**src/clock_ctrl_pkg.sv**
```systemverilog
package clock_ctrl_pkg;

    // bus and command widths
    typedef logic [7:0]  cmd_byte_t;   // one byte on command or status bus
    typedef logic [15:0] cmd_addr_t;   // full command address
    typedef logic [15:0] cmd_data_t;   // command data, two bytes

    // control word, low 7 data bits of a control write
    typedef struct packed {
        logic [3:0] pwrdwn;            // power-down levels to external sources
        logic [2:0] clk_rst;           // resets of monitored inputs
    } clk_ctrl_t;

    // status payload, msb field first
    typedef struct packed {
        logic [2:0] alive;             // monitored clocks running
        logic [3:0] pwrdwn;            // echo of power-down levels
        logic [1:0] extra;             // extra bits from outside
    } status_payload_t;

    // status-mode code, status-write data bits 7..6
    typedef logic [1:0] status_mode_t;

    localparam status_mode_t MODE_OFF   = 2'd0; // no packets
    localparam status_mode_t MODE_ONCE  = 2'd1; // single packet
    localparam status_mode_t MODE_AUTO  = 2'd2; // send on payload change
    localparam status_mode_t MODE_AUTO2 = 2'd3; // same as MODE_AUTO

    // sequence number, status-write data bits 5..0
    typedef logic [5:0] status_seq_t;

    // status serializer states
    typedef enum logic [1:0] {
        IDLE,                          // waiting for a pending request
        REQ,                           // rq raised, address byte on bus
        BYTE1,                         // {seq, payload[1:0]}
        BYTE2                          // {0, payload[8:2]}
    } status_state_e;

    // local register offsets (address bit 0)
    localparam logic CLK_CNTRL  = 1'b0;
    localparam logic CLK_STATUS = 1'b1;

endpackage

```
**src/clock_cmd_decoder.sv**
```systemverilog
`timescale 1ns/1ps

module clock_cmd_decoder #(
    parameter clock_ctrl_pkg::cmd_addr_t CLK_ADDR = 'h728, // base address
    parameter clock_ctrl_pkg::cmd_addr_t CLK_MASK = 'h7fe  // address mask
) (
    input  logic                      mclk,
    input  logic                      rst,
    input  clock_ctrl_pkg::cmd_byte_t cmd_ad_i,    // command bus byte
    input  logic                      cmd_stb_i,   // strobe with first byte
    output clock_ctrl_pkg::clk_ctrl_t ctrl_o,      // control register
    output logic                      status_we_o, // status-mode write pulse
    output clock_ctrl_pkg::cmd_byte_t status_wd_o  // status-mode write data
);

    import clock_ctrl_pkg::*;

    logic       cmd_a;      // local offset
    cmd_data_t  cmd_data;   // decoded data word
    logic       cmd_we;     // decoded write
    logic       set_ctrl;   // write to control offset
    clk_ctrl_t  ctrl_q;

    cmd_deser #(
        .ADDR      (CLK_ADDR),
        .ADDR_MASK (CLK_MASK)
    ) cmd_deser_i (
        .mclk   (mclk),
        .rst    (rst),
        .ad_i   (cmd_ad_i),
        .stb_i  (cmd_stb_i),
        .addr_o (cmd_a),
        .data_o (cmd_data),
        .we_o   (cmd_we)
    );

    // route by offset
    assign set_ctrl    = cmd_we & (cmd_a == CLK_CNTRL);
    assign status_we_o = cmd_we & (cmd_a == CLK_STATUS); // same cycle as write
    assign status_wd_o = cmd_data[7:0];                  // mode + sequence

    // control word: pwrdwn in bits 6..3, clk_rst in bits 2..0
    always_ff @(posedge mclk or posedge rst) begin
        if (rst) begin
            ctrl_q <= '0;
        end else if (set_ctrl) begin
            ctrl_q <= clk_ctrl_t'(cmd_data[6:0]);
        end
    end

    assign ctrl_o = ctrl_q;

endmodule

```
**src/cmd_deser.sv**
```systemverilog
`timescale 1ns/1ps

module cmd_deser #(
    parameter clock_ctrl_pkg::cmd_addr_t ADDR      = 'h728, // block base address
    parameter clock_ctrl_pkg::cmd_addr_t ADDR_MASK = 'h7fe  // bits compared against base
) (
    input  logic                      mclk,
    input  logic                      rst,
    input  clock_ctrl_pkg::cmd_byte_t ad_i,   // byte-serial address/data
    input  logic                      stb_i,  // high with first byte only
    output logic                      addr_o, // local offset from address bit 0
    output clock_ctrl_pkg::cmd_data_t data_o, // {data high, data low}
    output logic                      we_o    // one-cycle write strobe
);

    import clock_ctrl_pkg::*;

    // bytes arrive as addr low, addr high, data low, data high

    logic [2:0]   pos_q;      // byte position, one-hot shifting
    cmd_byte_t    sr_q [3];   // last three bytes, [2] is oldest
    cmd_addr_t    cmd_addr;   // assembled address
    logic         addr_hit;   // address matches base under mask
    logic         last_byte;  // fourth byte is on ad_i now

    // pos_q[0] set while addr high is on the bus, pos_q[2] while data high is
    always_ff @(posedge mclk or posedge rst) begin
        if (rst) begin
            pos_q <= '0;
        end else begin
            pos_q <= {pos_q[1:0], stb_i};
        end
    end

    // free-shifting byte history
    always_ff @(posedge mclk) begin
        sr_q[2] <= sr_q[1];
        sr_q[1] <= sr_q[0];
        sr_q[0] <= ad_i;
    end

    // sr_q[2] addr low, sr_q[1] addr high, sr_q[0] data low at the fourth byte
    assign cmd_addr  = {sr_q[1], sr_q[2]};
    assign addr_hit  = ((cmd_addr ^ ADDR) & ADDR_MASK) == '0;
    assign last_byte = pos_q[2];

    // write strobe one cycle after the fourth byte
    always_ff @(posedge mclk or posedge rst) begin
        if (rst) begin
            we_o <= 1'b0;
        end else begin
            we_o <= last_byte & addr_hit; // non-matching commands dropped
        end
    end

    // payload registers loaded on the last byte
    always_ff @(posedge mclk) begin
        if (last_byte) begin
            addr_o <= cmd_addr[0];        // local offset
            data_o <= {ad_i, sr_q[0]};    // data high from the bus
        end
    end

endmodule

```
**config.mk**
```make
export PLATFORM = sky130hd
export DESIGN_NAME = clock_cmd_decoder
export DESIGN_NICKNAME = d
export VERILOG_FILES = /design/src/clock_ctrl_pkg.sv /design/src/clock_cmd_decoder.sv /design/src/cmd_deser.sv
export SDC_FILE = /design/constraint.sdc
export NUM_CORES = 1
export LEC_CHECK = 0
export BUFFER_PORTS_ARGS = -buffer_cell sky130_fd_sc_hd__buf_4
export CAP_MARGIN = 0
export CORE_MARGIN = 1
export CORE_UTILIZATION = 30
export DETAILED_ROUTE_END_ITERATION = 16
export SLEW_MARGIN = 5
export SYNTH_ARGS = -nofsm -noshare
export SYNTH_HDL_FRONTEND = slang
export SYNTH_HIERARCHICAL = 1
export SYNTH_SLANG_ARGS = --single-unit
```
**constraint.sdc**
```tcl
create_clock -name mclk -period 3.4 [get_ports mclk]
set_clock_uncertainty 0.05 [all_clocks]
set_input_delay 0.34 -clock mclk [delete_from_list [all_inputs] [get_ports mclk]]
set_output_delay 0.34 -clock mclk [all_outputs]
set_load 0.05 [all_outputs]
```
==> metrics, run 1 <==
Finish-stage setup viols=0; Final Max Tran Viols=0; CP Capture Type=output pin; initial core utilization=0.322; Worst-Margin Slew=0.472 ns; Clock Root Buffer=clkbuf_8; sequential power share=0.611; Clock Tree Buf Depth=2; fmax=~670 MHz; worst hold path depth=1; clock transition at the registers of the reported paths=0.07 ns; area grow syn2layout=28.6%; Avg WL per Cell=roughly 12 um; Post-CTS Hold Buffers=1; CP Data Required Time=3.01 ns; Antenna Nets Post-Route=0; dpl hpwl=1150 um; Die Span X=roughly 65 um; largest net degree at the start of global routing=13; outcome=completed; syn nets=between 70 and 80; final net count=between 100 and 150; fin crit share=0.439; Tot Pwr=between 0.9 and 1 mW; Non-Filler Instances=142; share of cells above drive strength 1=0.447; Placed Cells=around 130; Vias/cell=approximately 3.9; max_slew headroom=0.685; Final Hold Viols=0; Power Density=between 600 and 700 nW/um^2; Reg2Reg Depth=2; Total GRT Usage=0.0896; # DRC=0; 1st-iter DRT viols=1; drt pass-1 iters=4; Comb power frac=0.047; Critical Path AT=approximately 1.1 ns; setup TNS=0 ns; io pins=27; commonest cells after routing, fill and taps aside=buf_4, dfxtp_1, dfrtp_1; sw power=~0.19 mW; routability cong.=about 0.64; Synth Cell Area=1200 um^2; synth warn=6; Max-Cap Viols=0; Vias=between 500 and 600; Switching Share=0.205; post-layout min period=1.49 ns; Clock Sink Count=between 40 and 50; initial antenna violation count=0; final WL=between 1500 and 2000 um; Internal=0.740 mW; IR Drop Worst-Case VDD=~0.00033 V; Post-CTS Setup Inserts=0; total grt overflow=0; final hold slack=around 0.097 ns; Hold WC Path Type=input pin to flip-flop; synthesized instance count=60; area of the die=between 4000 and 5000 um^2; Worst Setup Path Type=flip-flop to output pin; cts repair resizes=0; clock share of power=0.343; row count=22; commonest non-fill, non-tap cell in the layout=buf_4; vias in the first global route=between 600 and 700; Setup crit start kind=flip-flop; htree depth=2; RSZ-0062 raised after global routing=no; leakage=roughly 0.68 nW; first-pass GRT wire length=about 2600 um; CORE AREA=between 3000 and 4000 um^2; insertion delay to the later sink of the worst-skew pair=between 0.2 and 0.3 ns; die extent in y=~65 um; critical-path maximum fanout=2; I/O Buffers=26; CTS Buf Count=5; antenna fix cells=0; CTS tree=yes; Mapped Avg Cell Area=approximately 20 um^2
[critical path, cell delays in order, from the launching register on]
cell and delay (ns):
edfxtp_1 0.42, and2_2 0.21, buf_4 0.18
[power by group through the flow]
stage	registers, mW	clock network, mW	logic, mW
2_1_floorplan	0.597	0	0.00444
4_1_cts	0.569	0.331	0.0440
3_5_place_dp	0.581	0	0.0430
6_report	0.569	0.319	0.0433
3_3_place_gp	0.580	0	0.0425
5_1_grt	0.572	0.349	0.0450
[final cells by class]
class                           instances  area, um^2
Timing Repair Buffer                   27         205
Multi-Input combinational cell         13         160
Clock buffer                            8        90.1
Fill cell                             359        2190
Tap cell                               48        60.1
Sequential cell                        44        1030
Inverter                                2        7.51
[per-layer routing]
layer  global-route usage  wire, um
met1               0.0903       672
met2                0.146       842
met3               0.0503       126
met4               0.0489        20
met5                    0         0
[registers in the layout (all words and copies together) (netlist names)]
name / flops
cmd_deser_i/pos_q: 3
cmd_deser_i/sr_q: 24
cmd_deser_i/we_o: 1
cmd_deser_i/addr_o: 1
cmd_deser_i/data_o: 8
ctrl_o: 7
[metrics by stage]
stage                     utilization  instance area [um^2]  setup WS, ns
after floorplan                     -                  1200          2.28
after global placement          0.387                  1450          2.19
after detailed placement        0.387                  1450          2.16
after CTS                       0.414                  1550          1.89
after global routing            0.414                  1550          1.87
final                           0.414                  1550          1.91
[final timing paths]
check                                                to  slack (ns)                     from
max in group asynchronous                     ctrl_o[4]        2.56                      rst
worst max register to register                ctrl_o[1]        2.17       cmd_deser_i/addr_o
worst min register to register  cmd_deser_i/sr_q[0][22]        0.28  cmd_deser_i/sr_q[0][14]
min in group asynchronous              cmd_deser_i/we_o        0.44                      rst
worst max-delay path                        status_we_o        1.91       cmd_deser_i/addr_o
worst min-delay path             cmd_deser_i/sr_q[0][3]         0.1              cmd_ad_i[3]
Power figures use the tool's default switching activity.
==> inputs of run 2 (changes only) <==
Clock period 3.4 ns to 1.45 ns, I/O delays scaled along.
==> run 2 against run 1 <==
  * First-iteration DRC count grew to 8.0 times the previous value
  * Sequential share of layout area down 4.3 points
  * Combinational power increased to 2.8 times the previous value
  * Hold slack improved by 0.15 ns
  * Register-to-register slack got worse by 2.0 ns
  * Largest cell class unchanged
  * Global-route usage increased by 1.3 points
  * Flip-flop and latch count did not move
  * Total power grew to 2.5 times the previous value
  * Critical path type unchanged
  * Final cell count grew 6.3%
  * Utilization up 2.9 points
  * Final area is 6.9% higher
==> metrics, run 2 (same netlist as run 1, synthesis figures left out) <==
share of cells above drive strength 1=0.417; Top reg by flops=cmd_deser_i/sr_q; fin crit share=0.901; area of the die=~4300 um^2; vias in the first global route=approximately 660; first-pass GRT wire length=approximately 3000 um; Largest stage delay, worst path=0.43 ns; Worst-Margin Slew=0.485 ns; io pins=27; max_slew headroom=0.677; Total GRT Usage=0.102; setup TNS=0 ns; # DRC=0; initial antenna violation count=0; initial core utilization=0.322; routability cong.=~0.64; commonest cells after routing, fill and taps aside=buf_4, dfxtp_1, dfrtp_1; area grow syn2layout=37.5%; Worst Setup Path Type=flip-flop to output pin; Clock Tree Buf Depth=2; total grt overflow=0; Avg WL per Cell=around 12 um; number of flip-flops in the largest register=24; clock transition at the registers of the reported paths=approximately 0.07 ns; fmax=766 MHz; antenna fix cells=0; Clock Sink Count=between 40 and 50; Final Max Tran Viols=0; commonest non-fill, non-tap cell in the layout=buf_4; Power Density=around 1400 nW/um^2; CP Capture Type=output pin; RSZ-0062 raised after global routing=no; dpl hpwl=about 1200 um; leakage=between 0.7 and 0.8 nW; insertion delay to the later sink of the worst-skew pair=around 0.29 ns; Setup crit start kind=flip-flop; Clock Root Buffer=clkbuf_8; Vias=between 500 and 600; 1st-iter DRT viols=8; IR Drop Worst-Case VDD=~0.0008 V; CORE AREA=3740 um^2; row count=22; critical-path maximum fanout=2; largest net degree at the start of global routing=14; CP Cell Sequence=and2_2, buf_4; crit-path leading delay family=flip-flops; Finish-stage setup viols=0; die extent in y=approximately 65 um; cts repair resizes=0; Max-Cap Viols=0; Post-CTS Setup Inserts=0; CTS Buf Count=5; Antenna Nets Post-Route=0; Final Hold Viols=0; crit path max-delay cell type=edfxtp_1; CTS tree=yes; post-layout min period=roughly 1.3 ns; Vias/cell=just under 4; outcome=completed; Hold WC Path Type=input pin to asynchronous set/reset pin; Critical Path AT=~1.1 ns; drt pass-1 iters=2; final WL=1830 um; CP bufs+invs=1; Die Span X=about 65 um; htree depth=2; final net count=~110; I/O Buffers=26; CP Data Required Time=approximately 1.3 ns; final hold slack=around 0.25 ns
-- run 2: cell count changes in the layout (fill, tap and decap cells not counted), sizes merged --
| cell | previous run | this run |
|---|---|---|
| dlygate4sd3 | 1 | 10 |
| bufinv | 0 | 1 |
| clkbuf | 8 | 6 |
| clkinv | 0 | 1 |
-- run 2: routing by layer --
layer | wire (um) | global-route usage | vias up
met2 | 947 | 0.168 | 20
met3 | 140 | 0.0660 | 3
met4 | 10 | 0.0489 | 0
met1 | 727 | 0.0992 | 292
met5 | 0 | 0 | -
li1 | - | - | 282
-- run 2: final timing paths --
check / startpoint / end / slack (ns) / cells after the start
setup / recovery: cmd_deser_i/addr_o / status_we_o / 0.14 / 2
hold / removal: rst / cmd_deser_i/pos_q[0] / 0.25 / 3
setup reg to reg: cmd_deser_i/addr_o / ctrl_o[6] / 0.21 / 2
hold reg to reg: cmd_deser_i/sr_q[0][11] / cmd_deser_i/sr_q[0][19] / 0.28 / 0
max in group asynchronous: rst / ctrl_o[1] / 0.80 / 3
min in group mclk: cmd_deser_i/sr_q[0][11] / cmd_deser_i/sr_q[0][19] / 0.28 / 0
-- run 2: power by group --
group	internal (mW)	total, mW	switching [mW]
clock	0.511	0.883	0.372
combinational	0.0549	0.121	0.0663
sequential	1.31	1.33	0.0254
-- run 2: cell type report --
cell class	instances	area, um^2
Multi-Input combinational cell	13	160
Inverter	2	7.51
Timing Repair Buffer	36	295
Tap cell	48	60.1
Clock inverter	2	35.0
Sequential cell	44	1030
Fill cell	352	2090
Clock buffer	6	72.6
-- run 2: per-stage QoR --
step / power (mW) / util / instances / area, um^2 / setup slack, ns
3_3_place_gp: 1.46 / 0.387 / 133 / 1450 / 0.236
3_5_place_dp: 1.46 / 0.387 / 133 / 1450 / 0.202
2_1_floorplan: 1.41 / - / 60 / 1200 / 0.329
6_report: 2.34 / 0.443 / 151 / 1660 / 0.144
4_1_cts: 2.38 / 0.443 / 151 / 1660 / 0.125
5_1_grt: 2.44 / 0.443 / 151 / 1660 / 0.0853
-- run 2: repair_timing --
action	in CTS	in global routing
hold endpoints to repair	20	0
setup endpoints to repair	0	0
hold buffers	10	0
-- run 2: worst register-to-register path, delay by kind of cell, from the launching register on --
family           cells  cell delay (ns)
flip-flops           1             0.43
AND/OR/NAND/NOR      1             0.31
multiplexers         1             0.34
