<file path="src/clock_ctrl_pkg.sv">
package clock_ctrl_pkg;

    // bus and command widths
    typedef logic [7:0]  cmd_byte_t;   // one byte on command or status bus
    typedef logic [15:0] cmd_addr_t;   // full command address
    typedef logic [15:0] cmd_data_t;   // command data, two bytes

    // control word, low 7 data bits of a control write
    typedef struct packed {
        logic [3:0] pwrdwn;            // power-down levels to external sources
        logic [2:0] clk_rst;           // resets of monitored inputs
    } clk_ctrl_t;

    // status payload, msb field first
    typedef struct packed {
        logic [2:0] alive;             // monitored clocks running
        logic [3:0] pwrdwn;            // echo of power-down levels
        logic [1:0] extra;             // extra bits from outside
    } status_payload_t;

    // status-mode code, status-write data bits 7..6
    typedef logic [1:0] status_mode_t;

    localparam status_mode_t MODE_OFF   = 2'd0; // no packets
    localparam status_mode_t MODE_ONCE  = 2'd1; // single packet
    localparam status_mode_t MODE_AUTO  = 2'd2; // send on payload change
    localparam status_mode_t MODE_AUTO2 = 2'd3; // same as MODE_AUTO

    // sequence number, status-write data bits 5..0
    typedef logic [5:0] status_seq_t;

    // status serializer states
    typedef enum logic [1:0] {
        IDLE,                          // waiting for a pending request
        REQ,                           // rq raised, address byte on bus
        BYTE1,                         // {seq, payload[1:0]}
        BYTE2                          // {0, payload[8:2]}
    } status_state_e;

    // local register offsets (address bit 0)
    localparam logic CLK_CNTRL  = 1'b0;
    localparam logic CLK_STATUS = 1'b1;

endpackage

</file>
<file path="src/status_generate.sv">
`timescale 1ns/1ps

module status_generate #(
    parameter clock_ctrl_pkg::cmd_byte_t STATUS_REG_ADDR = 'h3a // first byte of each packet
) (
    input  logic                            mclk,
    input  logic                            rst,
    input  logic                            we_i,      // status-mode write
    input  clock_ctrl_pkg::cmd_byte_t       wd_i,      // {mode, seq}
    input  clock_ctrl_pkg::status_payload_t payload_i, // current status
    output clock_ctrl_pkg::cmd_byte_t       ad_o,      // status bus byte
    output logic                            rq_o,      // request to send
    input  logic                            start_i    // grant, one cycle
);

    import clock_ctrl_pkg::*;

    status_mode_t    mode_q;    // current mode
    status_seq_t     seq_q;     // sequence number sent in byte 1
    logic            once_q;    // send-once request pending
    status_payload_t snap_q;    // payload being / last sent
    status_state_e   state_q;
    logic            auto_mode;
    logic            send_req;  // some request pending
    logic            launch;    // leaving IDLE this cycle

    assign auto_mode = (mode_q == MODE_AUTO) || (mode_q == MODE_AUTO2);
    assign send_req  = once_q | (auto_mode & (payload_i != snap_q));
    assign launch    = (state_q == IDLE) & send_req;

    // mode and sequence from status writes
    always_ff @(posedge mclk or posedge rst) begin
        if (rst) begin
            mode_q <= MODE_OFF;
            seq_q  <= '0;
        end else if (we_i) begin
            mode_q <= status_mode_t'(wd_i[7:6]);
            seq_q  <= status_seq_t'(wd_i[5:0]);
        end
    end

    // send-once pending flag, a new write wins over launch
    always_ff @(posedge mclk or posedge rst) begin
        if (rst) begin
            once_q <= 1'b0;
        end else if (we_i) begin
            once_q <= (status_mode_t'(wd_i[7:6]) == MODE_ONCE);
        end else if (launch) begin
            once_q <= 1'b0;
        end
    end

    // payload snapshot, also the reference for auto compare
    always_ff @(posedge mclk or posedge rst) begin
        if (rst) begin
            snap_q <= '0;
        end else if (launch) begin
            snap_q <= payload_i;
        end
    end

    // serializer
    always_ff @(posedge mclk or posedge rst) begin
        if (rst) begin
            state_q <= IDLE;
        end else begin
            case (state_q)
                IDLE:    if (send_req) state_q <= REQ;
                REQ:     if (start_i) state_q <= BYTE1; // wait for grant
                BYTE1:   state_q <= BYTE2;
                BYTE2:   state_q <= IDLE;
                default: state_q <= IDLE;
            endcase
        end
    end

    assign rq_o = (state_q == REQ); // drops the cycle after start_i

    always_comb begin
        case (state_q)
            REQ:     ad_o = STATUS_REG_ADDR;
            BYTE1:   ad_o = {seq_q, snap_q[1:0]};  // seq + extra bits
            BYTE2:   ad_o = {1'b0, snap_q[8:2]};   // alive + pwrdwn
            default: ad_o = '0;                    // bus idle
        endcase
    end

endmodule

</file>
<file path="config.mk">
export PLATFORM = sky130hd
export DESIGN_NAME = status_generate
export DESIGN_NICKNAME = d
export VERILOG_FILES = /design/src/clock_ctrl_pkg.sv /design/src/status_generate.sv
export SDC_FILE = /design/constraint.sdc
export NUM_CORES = 1
export LEC_CHECK = 0
export BUFFER_PORTS_ARGS = -buffer_cell sky130_fd_sc_hd__buf_2
export CAP_MARGIN = 20
export CORE_MARGIN = 5
export CORE_UTILIZATION = 40
export DETAILED_ROUTE_END_ITERATION = 10
export SYNTH_ARGS = -nofsm -noshare
export SYNTH_HDL_FRONTEND = slang
export SYNTH_SLANG_ARGS = --single-unit
</file>
<file path="constraint.sdc">
create_clock -name mclk -period 2.4 [get_ports mclk]
set_input_delay 0.72 -clock mclk [delete_from_list [all_inputs] [get_ports mclk]]
set_output_delay 0.72 -clock mclk [all_outputs]
set_load 0.01 [all_outputs]
</file>
==> results.yml, run 1 <==
run_status:
  status: "complete, no violations"
clock_network:
  cts_tree: "yes"
  htree_levels: 1
  clk_path_buf_depth: 2
  root_buffer: "clkbuf_4"
  clock_sinks: 19
  worstSkewPairLatency_ns: 0.29
  ctsHoldBuffers: 0
  cts_setup_buffers: 0
  post_cts_resized: 1
  clkTransAtPathRegs_ns: 0.10
  cts_made_buffers: 3
floorplan:
  rows: 18
  initial_core_util_pct: 41.2
  die_x_um: 60.0
  core_area_um2: 2430
  io_pins: 30
  die_area_um2: 3600
  die_h_um: 60.0
logic_synthesis:
  ys_types: 22
  yosysWarnings: 0
  synth_fp_nets: 110
  synthTopCellsByCount: "dfrtp_1 (19), mux2_2 (15), a22oi_1 (7), xor2_1 (7), inv_1 (6)"
  synth_edf_count: 0
  synthFlopType: "dfrtp_1"
  synth_cells: 85
  synth_seq_area_share_pct: 47.5
  syn_area_per_cell_um2: 11.8
  yosys.area.top_type: "dfrtp_1"
  syn_area_um2: 1000
  synth_most_common_cell: "dfrtp_1"
  ys_async_sr_fraction_pct: 100
  synth_top_cell_area_share_pct: 47.5
  synth-seq-cells: 19
  synth_area_leaders: "dfrtp_1 (48%), mux2_2 (17%), xor2_1 (6.1%)"
grt:
  track_usage_pct: 12.7
  grt_pass1_wl_mm: 3.39
  antenna_found_initial: 0
  grt_start_max_net_pins: 20
  grt_pass1_vias: 771
  grt_overflow: 0
sta:
  finalClockSkew_ns: 0.00442
  fin_crit_sh_pct: 96.1
  rsz0062_at_grt: "false"
  drv_slew: 0
  post-route-min-period_ns: 2.31
  finalSetupViolations: 0
  fin_setup_tns_ns: 0
  hold_viol: 0
  fmax_ghz: 0.434
  tightestPinTransition_ns: 0.729
  slew_headroom_pct: 51.3
route:
  vias: 721
  detail-route-antenna-nets: 0
  wire_per_inst_um: 14.6
  drc: 0
  viasPerCell: 4.97
  wirelength_mm: 2.11
  dr.pass1.iters: 4
  drt_iter0_drc: 24
critical_path:
  start_kind: "register"
  worstPathCellList: "inv_1, ha_2, a22oi_1, a21oi_1, buf_2"
  crit_path_end_kind: "output pin"
  worst_path_largest_cell_delay_ns: 0.44
  path_delay_family: "flip-flops"
  crit_buf_inv: 2
  critPathArrivalTime_ns: 1.59
  slowest_stage: "dfrtp_1"
  critical_path_class: "reg2out"
  crit_required_ns: 1.68
  critPathMaxFanout: 9
power:
  ir_drop_v: 0.000573
  power_density_nw_per_um2: 1160
  p_leak_nw: 0.572
run:
  cap_viol_max_count: 0
cells_and_area:
  antenna_cells: 0
  fin_util_pct: 49.6
  synthToLayoutAreaGrowth_pct: 20.6
  final_nets: 141
  layout-drive-gt1-share_pct: 46.1
place:
  io_buffers: 29
  place.detailed.hpwl_mm: 1.60
  place_congestion: 0.804
hold_path:
  hp-class: "reg2reg"
[cell type report]
type | instances | area (um2)
Clock buffer | 4 | 26.3
Fill cell | 238 | 1220
Inverter | 6 | 22.5
Multi-Input combinational cell | 57 | 499
Sequential cell | 19 | 477
Tap cell | 30 | 37.5
Timing Repair Buffer | 29 | 145
[state kept, by name, indices dropped and copies added (netlist names)]
register / cells
state_q: 2
snap_q: 9
mode_q: 1
once_q: 1
seq_q: 6
[through the flow]
step	worst slack (ns)	instance area [um2]	total power, mW	cells	hold slack [ns]
final	0.0945	1210	1.41	145	0.524
after floorplan	0.335	1000	1.02	85	0.472
after global routing	0.0148	1210	1.51	145	0.540
after CTS	0.00563	1200	1.41	145	0.528
after global placement	0.0910	1170	1.23	141	0.496
after detailed placement	0.0288	1170	1.24	141	0.505
[path summary, 6_finish.rpt]
check	start	endpoint	slack (ns)	cells past startpoint
max	state_q[0]$_DFFE_PP0P_	ad_o[1]	0.09	5
min	seq_q[0]$_DFFE_PP0P_	seq_q[0]$_DFFE_PP0P_	0.52	1
max reg2reg	snap_q[8]$_DFFE_PP0P_	snap_q[2]$_DFFE_PP0P_	0.44	5
min reg2reg	seq_q[0]$_DFFE_PP0P_	seq_q[0]$_DFFE_PP0P_	0.52	1
max in group asynchronous	rst	state_q[1]$_DFFE_PP0P_	1.36	2
min in group asynchronous	rst	snap_q[8]$_DFFE_PP0P_	0.53	2
[cells in the final DEF, fill, tap and decap left out, drive strengths merged]
master,instances
xor2,7
mux2,16
nor3,1
and3,1
nand2,2
xnor2,2
o31a,1
a22oi,7
a21oi,4
buf,29
a2bb2oi,1
nor4,1
nor2,5
dfrtp,19
clkbuf,4
o21ai,2
inv,6
o32ai,1
nand2b,1
a41oi,1
ha,4
[power by group]
group,switching [mW],internal [mW],leakage [nW]
sequential,0.122,0.433,0.224
combinational,0.332,0.361,0.332
clock,0.0924,0.0646,0.0150
total,0.546,0.859,0.572
[metal layers]
metal	up-vias	track usage [%]	routed length, um	share of wire, %
li1	360	-	-	-
met1	342	15.4	886	42
met2	17	21.5	1090	52
met3	2	2.81	117	5.5
met4	0	5.70	14	0.66
met5	-	0	0	0
[kinds of logic after synthesis]
logic type | Yosys count | share of synthesized area [%]
and+or+nand+nor | 11 | 5.00
xor gates and xnor gates | 9 | 7.88
buffers and inverters | 9 | 3.37
DFF | 19 | 47.5
muxes | 16 | 18.4
adders and majority gates | 4 | 5.00
AOI/OAI and AO/OA | 17 | 12.9
Note: power is estimated with default switching activity, not from simulation.
==> run 2, diff against run 1 <==
--- a/config.mk
+++ b/config.mk
@@ -5,6 +5,7 @@
 export SDC_FILE = /design/constraint.sdc
 export NUM_CORES = 1
 export LEC_CHECK = 0
+export ABC_AREA = 1
 export BUFFER_PORTS_ARGS = -buffer_cell sky130_fd_sc_hd__buf_2
 export CAP_MARGIN = 20
 export CORE_MARGIN = 5
==> results.yml, run 2 <==
critical_path:
  r2r-start: "state_q[1]$_DFFE_PP0P_"
  critical_path_class: "reg2out"
  start_kind: "register"
  crit_path_end_kind: "output pin"
  critPathMaxFanout: 6
  critPathArrivalTime_ns: 1.53
  worstRegToRegCells: 6
  worstReg2RegEnd: "state_q[0]$_DFFE_PP0P_"
  r2r_setup_slack_ns: 0.81
  crit_required_ns: 1.68
  critical_path.startpoint: "state_q[0]$_DFFE_PP0P_"
cells_and_area:
  final_area_um2: 1360
  largest_register: "snap_q"
  final_nets: 201
  fin_cells: 206
  final_common_cell: "nand2_1"
  synthToLayoutAreaGrowth_pct: 18.0
  fillCellCount: 255
  top_regs: "snap_q (9), seq_q (6), state_q (2)"
  fin_util_pct: 49.2
  seq_area_um2: 477
  multi_input_area_um2: 583
  largest_reg_flops: 9
  final_cell_mix: "nand2_1 (51), buf_2 (29), inv_1 (18), dfrtp_1 (18), nand3_1 (8)"
  layout-drive-gt1-share_pct: 33.7
  antenna_cells: 0
sta:
  tightestPinTransition_ns: 0.729
  fin_setup_tns_ns: 0
  slew_headroom_pct: 51.4
  post-route-min-period_ns: 2.25
  hold_ws_ns: 0.522
  drv_slew: 0
  fmax_ghz: 0.444
  finalSetupViolations: 0
  finalClockSkew_ns: 0.00103
  fin_crit_sh_pct: 93.9
  worst_slack_ns: 0.146
  hold_viol: 0
  rsz0062_at_grt: "false"
floorplan:
  io_pins: 30
  die_x_um: 63.6
  die_area_um2: 4050
  initial_core_util_pct: 41.7
  core_area_um2: 2760
  die_h_um: 63.6
  rows: 19
route:
  drt_iter0_drc: 26
  wire_per_inst_um: 12.1
  dr.pass1.iters: 4
  viasPerCell: 4.79
  drc: 0
  wirelength_mm: 2.48
  detail-route-antenna-nets: 0
  vias: 987
power:
  power_density_nw_per_um2: 1080
  finalPower_mw: 1.47
  p_leak_nw: 0.732
  ir_drop_v: 0.000709
logic_synthesis:
  ys_types: 24
  synth_top_cell_area_share_pct: 41.3
  yosysWarnings: 0
  synth_most_common_cell: "nand2_1"
  synth_area_leaders: "dfrtp_1 (41%), nand2_1 (17%), inv_1 (5.9%)"
  synth-seq-cells: 19
  synth_edf_count: 0
  synthFlopType: "dfrtp_1"
  synthTopCellsByCount: "nand2_1 (51), dfrtp_1 (19), inv_1 (18)"
  synth_seq_area_share_pct: 41.3
  syn_area_um2: 1150
  synth_fp_nets: 168
  ys_async_sr_fraction_pct: 100
  synth_cells: 143
  syn_area_per_cell_um2: 8.04
  yosys.area.top_type: "dfrtp_1"
grt:
  grt_pass1_wl_mm: 4.13
  grt_start_max_net_pins: 20
  antenna_found_initial: 0
  grt_pass1_vias: 951
  track_usage_pct: 12.7
  grt_overflow: 0
clock_network:
  cts_tree: "yes"
  clkTransAtPathRegs_ns: 0.10
  worstSkewPairLatency_ns: 0.29
  clk_path_buf_depth: 2
  htree_levels: 1
  root_buffer: "clkbuf_4"
  ctsHoldBuffers: 0
  cts_made_buffers: 3
  clock_sinks: 19
place:
  io_buffers: 29
  place_congestion: 0.845
  placed_area_um2: 1310
  dp_slack_ns: 0.361
  place.detailed.hpwl_mm: 1.99
  dp.cells: 201
hold_path:
  hold_depth: 2
  hold_start: "snap_q[6]$_DFFE_PP0P_"
  hp-class: "reg2reg"
  hold_end: "snap_q[6]$_DFFE_PP0P_"
run:
  cap_viol_max_count: 0
run_status:
  status: "complete, no violations"
[run 2: changes by cell type in the layout (fill, tap and decap cells not counted), moves of 6 or more]
cell | before | now
nand3_1 | 0 | 8
nand2_2 | 0 | 7
o21ai_0 | 1 | 7
a22oi_1 | 7 | 0
nand2_1 | 2 | 51
inv_1 | 6 | 18
mux2_2 | 15 | 3
[run 2: metal layers]
metal  vias to the layer above  wire, um  global-route usage, %
li1                        508         -                      -
met1                       446      1110                   15.5
met2                        25      1190                   20.9
met3                         8       127                   4.09
met4                         0        58                   4.68
met5                         -         0                      0
[run 2: where the power goes]
part	switching (mW)	internal, mW
clock	0.0935	0.0646
combinational	0.450	0.323
sequential	0.109	0.427
[run 2: kinds of logic (layout without fill, tap and decap cells)]
kind of cell    Yosys count  after routing  share of synthesized area (%)
flops                    19             19                           41.3
xor+xnor                  5              5                           3.81
mux                       3              3                           2.94
simple gates             73             73                           28.8
buf+inv                  22             54                           9.25
compound gates           17             17                           9.47
fa+ha+maj                 4              4                           4.35
[run 2: area by class of cell]
cell class	instances	area share, %
multi-input cells	102	43.0
flip-flops and latches	19	35.1
repair buffers	31	11.8
inverters	19	5.26
well taps	31	2.86
clock buffers	4	1.94
[run 2: worst max-delay path by stage]
stage / to / slack [ns] / depth (start not counted)
final: ad_o[3] / 0.15 / 7
after CTS: ad_o[3] / 0.02 / 7
after detailed placement: ad_o[3] / 0.36 / 7
after global placement: ad_o[1] / 0.40 / 6
after floorplan: ad_o[7] / 0.46 / 4
after global routing: ad_o[5] / 0.02 / 7
[run 2: timing repair]
item / CTS / global route
setup endpoints to repair: 0 / 5
resized for setup: 0 / 4
setup buffers: 0 / 1
[run 2: worst max-delay path, cell delays in order, from the launching register on]
cell,delay [ns]
dfrtp_1,0.42
inv_1,0.13
ha_4,0.18
inv_1,0.08
o21ai_0,0.16
nand2_1,0.07
nand2_1,0.06
buf_2,0.13
==> run 3, diff against run 2 <==
--- a/config.mk
+++ b/config.mk
@@ -8,9 +8,13 @@
 export ABC_AREA = 1
 export BUFFER_PORTS_ARGS = -buffer_cell sky130_fd_sc_hd__buf_2
 export CAP_MARGIN = 20
+export CELL_PAD_IN_SITES_DETAIL_PLACEMENT = 1
+export CELL_PAD_IN_SITES_GLOBAL_PLACEMENT = 1
 export CORE_MARGIN = 5
-export CORE_UTILIZATION = 40
+export CORE_UTILIZATION = 37
+export CTS_CLUSTER_SIZE = 8
 export DETAILED_ROUTE_END_ITERATION = 10
+export PLACE_DENSITY_LB_ADDON = 0.1
 export SYNTH_ARGS = -nofsm -noshare
 export SYNTH_HDL_FRONTEND = slang
 export SYNTH_SLANG_ARGS = --single-unit
==> results.yml, run 3 (synthesis gave the netlist of run 2 again) <==
critical_path:
  critical_path.startpoint: "state_q[1]$_DFFE_PP0P_"
  critPathMaxFanout: 6
  critical_path_class: "reg2out"
  worstRegToRegCells: 6
  crit_path_end: "ad_o[1]"
  worstReg2RegEnd: "snap_q[3]$_DFFE_PP0P_"
  r2r_setup_slack_ns: 0.90
  start_kind: "register"
  crit_required_ns: 1.68
  crit_path_end_kind: "output pin"
  critPathArrivalTime_ns: 1.53
  r2r-start: "state_q[1]$_DFFE_PP0P_"
clock_network:
  worstSkewPairLatency_ns: 0.32
  htree_levels: 1
  clkTransAtPathRegs_ns: 0.13
  clk_path_buf_depth: 2
  ctsHoldBuffers: 0
  clock_sinks: 19
  cts_tree: "yes"
  cts_made_buffers: 3
  root_buffer: "clkbuf_4"
sta:
  hold_viol: 0
  rsz0062_at_grt: "true"
  tightestPinTransition_ns: 0.741
  fin_setup_tns_ns: 0
  drv_slew: 0
  hold_ws_ns: 0.505
  fmax_ghz: 0.444
  slew_headroom_pct: 50.6
  post-route-min-period_ns: 2.25
  finalSetupViolations: 0
  finalClockSkew_ns: 0.0149
  fin_crit_sh_pct: 93.9
floorplan:
  io_pins: 30
  rows: 20
  initial_core_util_pct: 38.0
  die_h_um: 65.7
  die_area_um2: 4320
  core_area_um2: 3030
  die_x_um: 65.7
grt:
  grt_overflow: 0
  track_usage_pct: 15.3
  grt_pass1_vias: 1086
  grt_pass1_wl_mm: 5.04
  antenna_found_initial: 0
  grt_start_max_net_pins: 20
cells_and_area:
  fillCellCount: 404
  fin_util_pct: 45.7
  antenna_cells: 0
  largest_register: "snap_q"
  layout-drive-gt1-share_pct: 36.4
  synthToLayoutAreaGrowth_pct: 20.5
  final_common_cell: "nand2_1"
  final_nets: 202
  top_regs: "snap_q (9), seq_q (6), state_q (2)"
  final_cell_mix: "nand2_1 (51), buf_2 (29), inv_1 (17), dfrtp_1 (17), nand3_1 (8)"
  largest_reg_flops: 9
route:
  vias: 1007
  viasPerCell: 4.58
  wirelength_mm: 2.88
  dr.pass1.iters: 4
  detail-route-antenna-nets: 0
  wire_per_inst_um: 13.1
  drt_iter0_drc: 13
  drc: 0
place:
  place.detailed.hpwl_mm: 2.34
  io_buffers: 29
  place_congestion: 0.707
run:
  cap_viol_max_count: 0
power:
  power_density_nw_per_um2: 1100
  finalPower_mw: 1.52
  ir_drop_v: 0.000397
  p_leak_nw: 0.736
run_status:
  status: "complete, no violations"
hold_path:
  hp-class: "in2async"
## run 3: cell count changes in the layout (fill, tap and decap cells not counted)
cell      before  now
dfrtp_1       18   17
inv_1         18   17
clkbuf_1       1    0
buf_4          2    3
ha_1           2    1
ha_2           1    2
inv_2          1    2
clkinv_2       0    1
dfrtp_2        1    2
## run 3: worst min-delay path by stage
stage	slack [ns]	depth (start not counted)	end
finish	0.50	2	seq_q[1]$_DFFE_PP0P_
floorplan	0.48	2	snap_q[3]$_DFFE_PP0P_
global route	0.55	1	seq_q[4]$_DFFE_PP0P_
CTS	0.53	2	seq_q[1]$_DFFE_PP0P_
detailed placement	0.50	2	snap_q[6]$_DFFE_PP0P_
global placement	0.49	2	snap_q[3]$_DFFE_PP0P_
## run 3: stage by stage
step                      instances  setup WS, ns  cell area [um2]
after floorplan                 143         0.459             1150
after global placement          214         0.376             1320
after detailed placement        214         0.344             1320
after CTS                       218        0.0303             1360
after global routing            220      -0.00491             1390
final                           220         0.146             1390
## run 3: metal layers
layer | routed length [um] | part of all wire (%) | up-vias | global-route usage [%]
met5 | 0 | 0 | - | 0
met4 | 36 | 1.2 | 0 | 6.22
met3 | 119 | 4.1 | 4 | 2.91
met2 | 1380 | 48 | 18 | 25.8
met1 | 1350 | 47 | 477 | 19.0
li1 | - | - | 508 | -
## run 3: cell type report
type / instances / area, um2 / area share, %
multi-input combinational: 102 / 586 / 42.3
sequential: 19 / 478 / 34.5
timing repair buffer: 32 / 168 / 12.1
inverter: 19 / 71.3 / 5.15
tap: 44 / 55.1 / 3.97
clock buffer: 3 / 22.5 / 1.63
clock inverter: 1 / 5.00 / 0.361
## run 3: report_power, final
part	switching, mW	internal, mW
sequential	0.112	0.428
clock	0.115	0.0623
combinational	0.461	0.340
total	0.688	0.831
## run 3: worst max-delay path: stages (launching register included)
cell and delay [ns]:
dfrtp_2 0.46, ha_2 0.27, inv_1 0.07, o21ai_0 0.15
nand2_1 0.09, nand2_1 0.06, buf_2 0.12
## run 3: what timing repair did
item,CTS,global route
pin swaps,0,1
gates cloned,0,0
endpoints found under the setup margin,5,5
buffers inserted,0,2
gates resized for setup,3,4
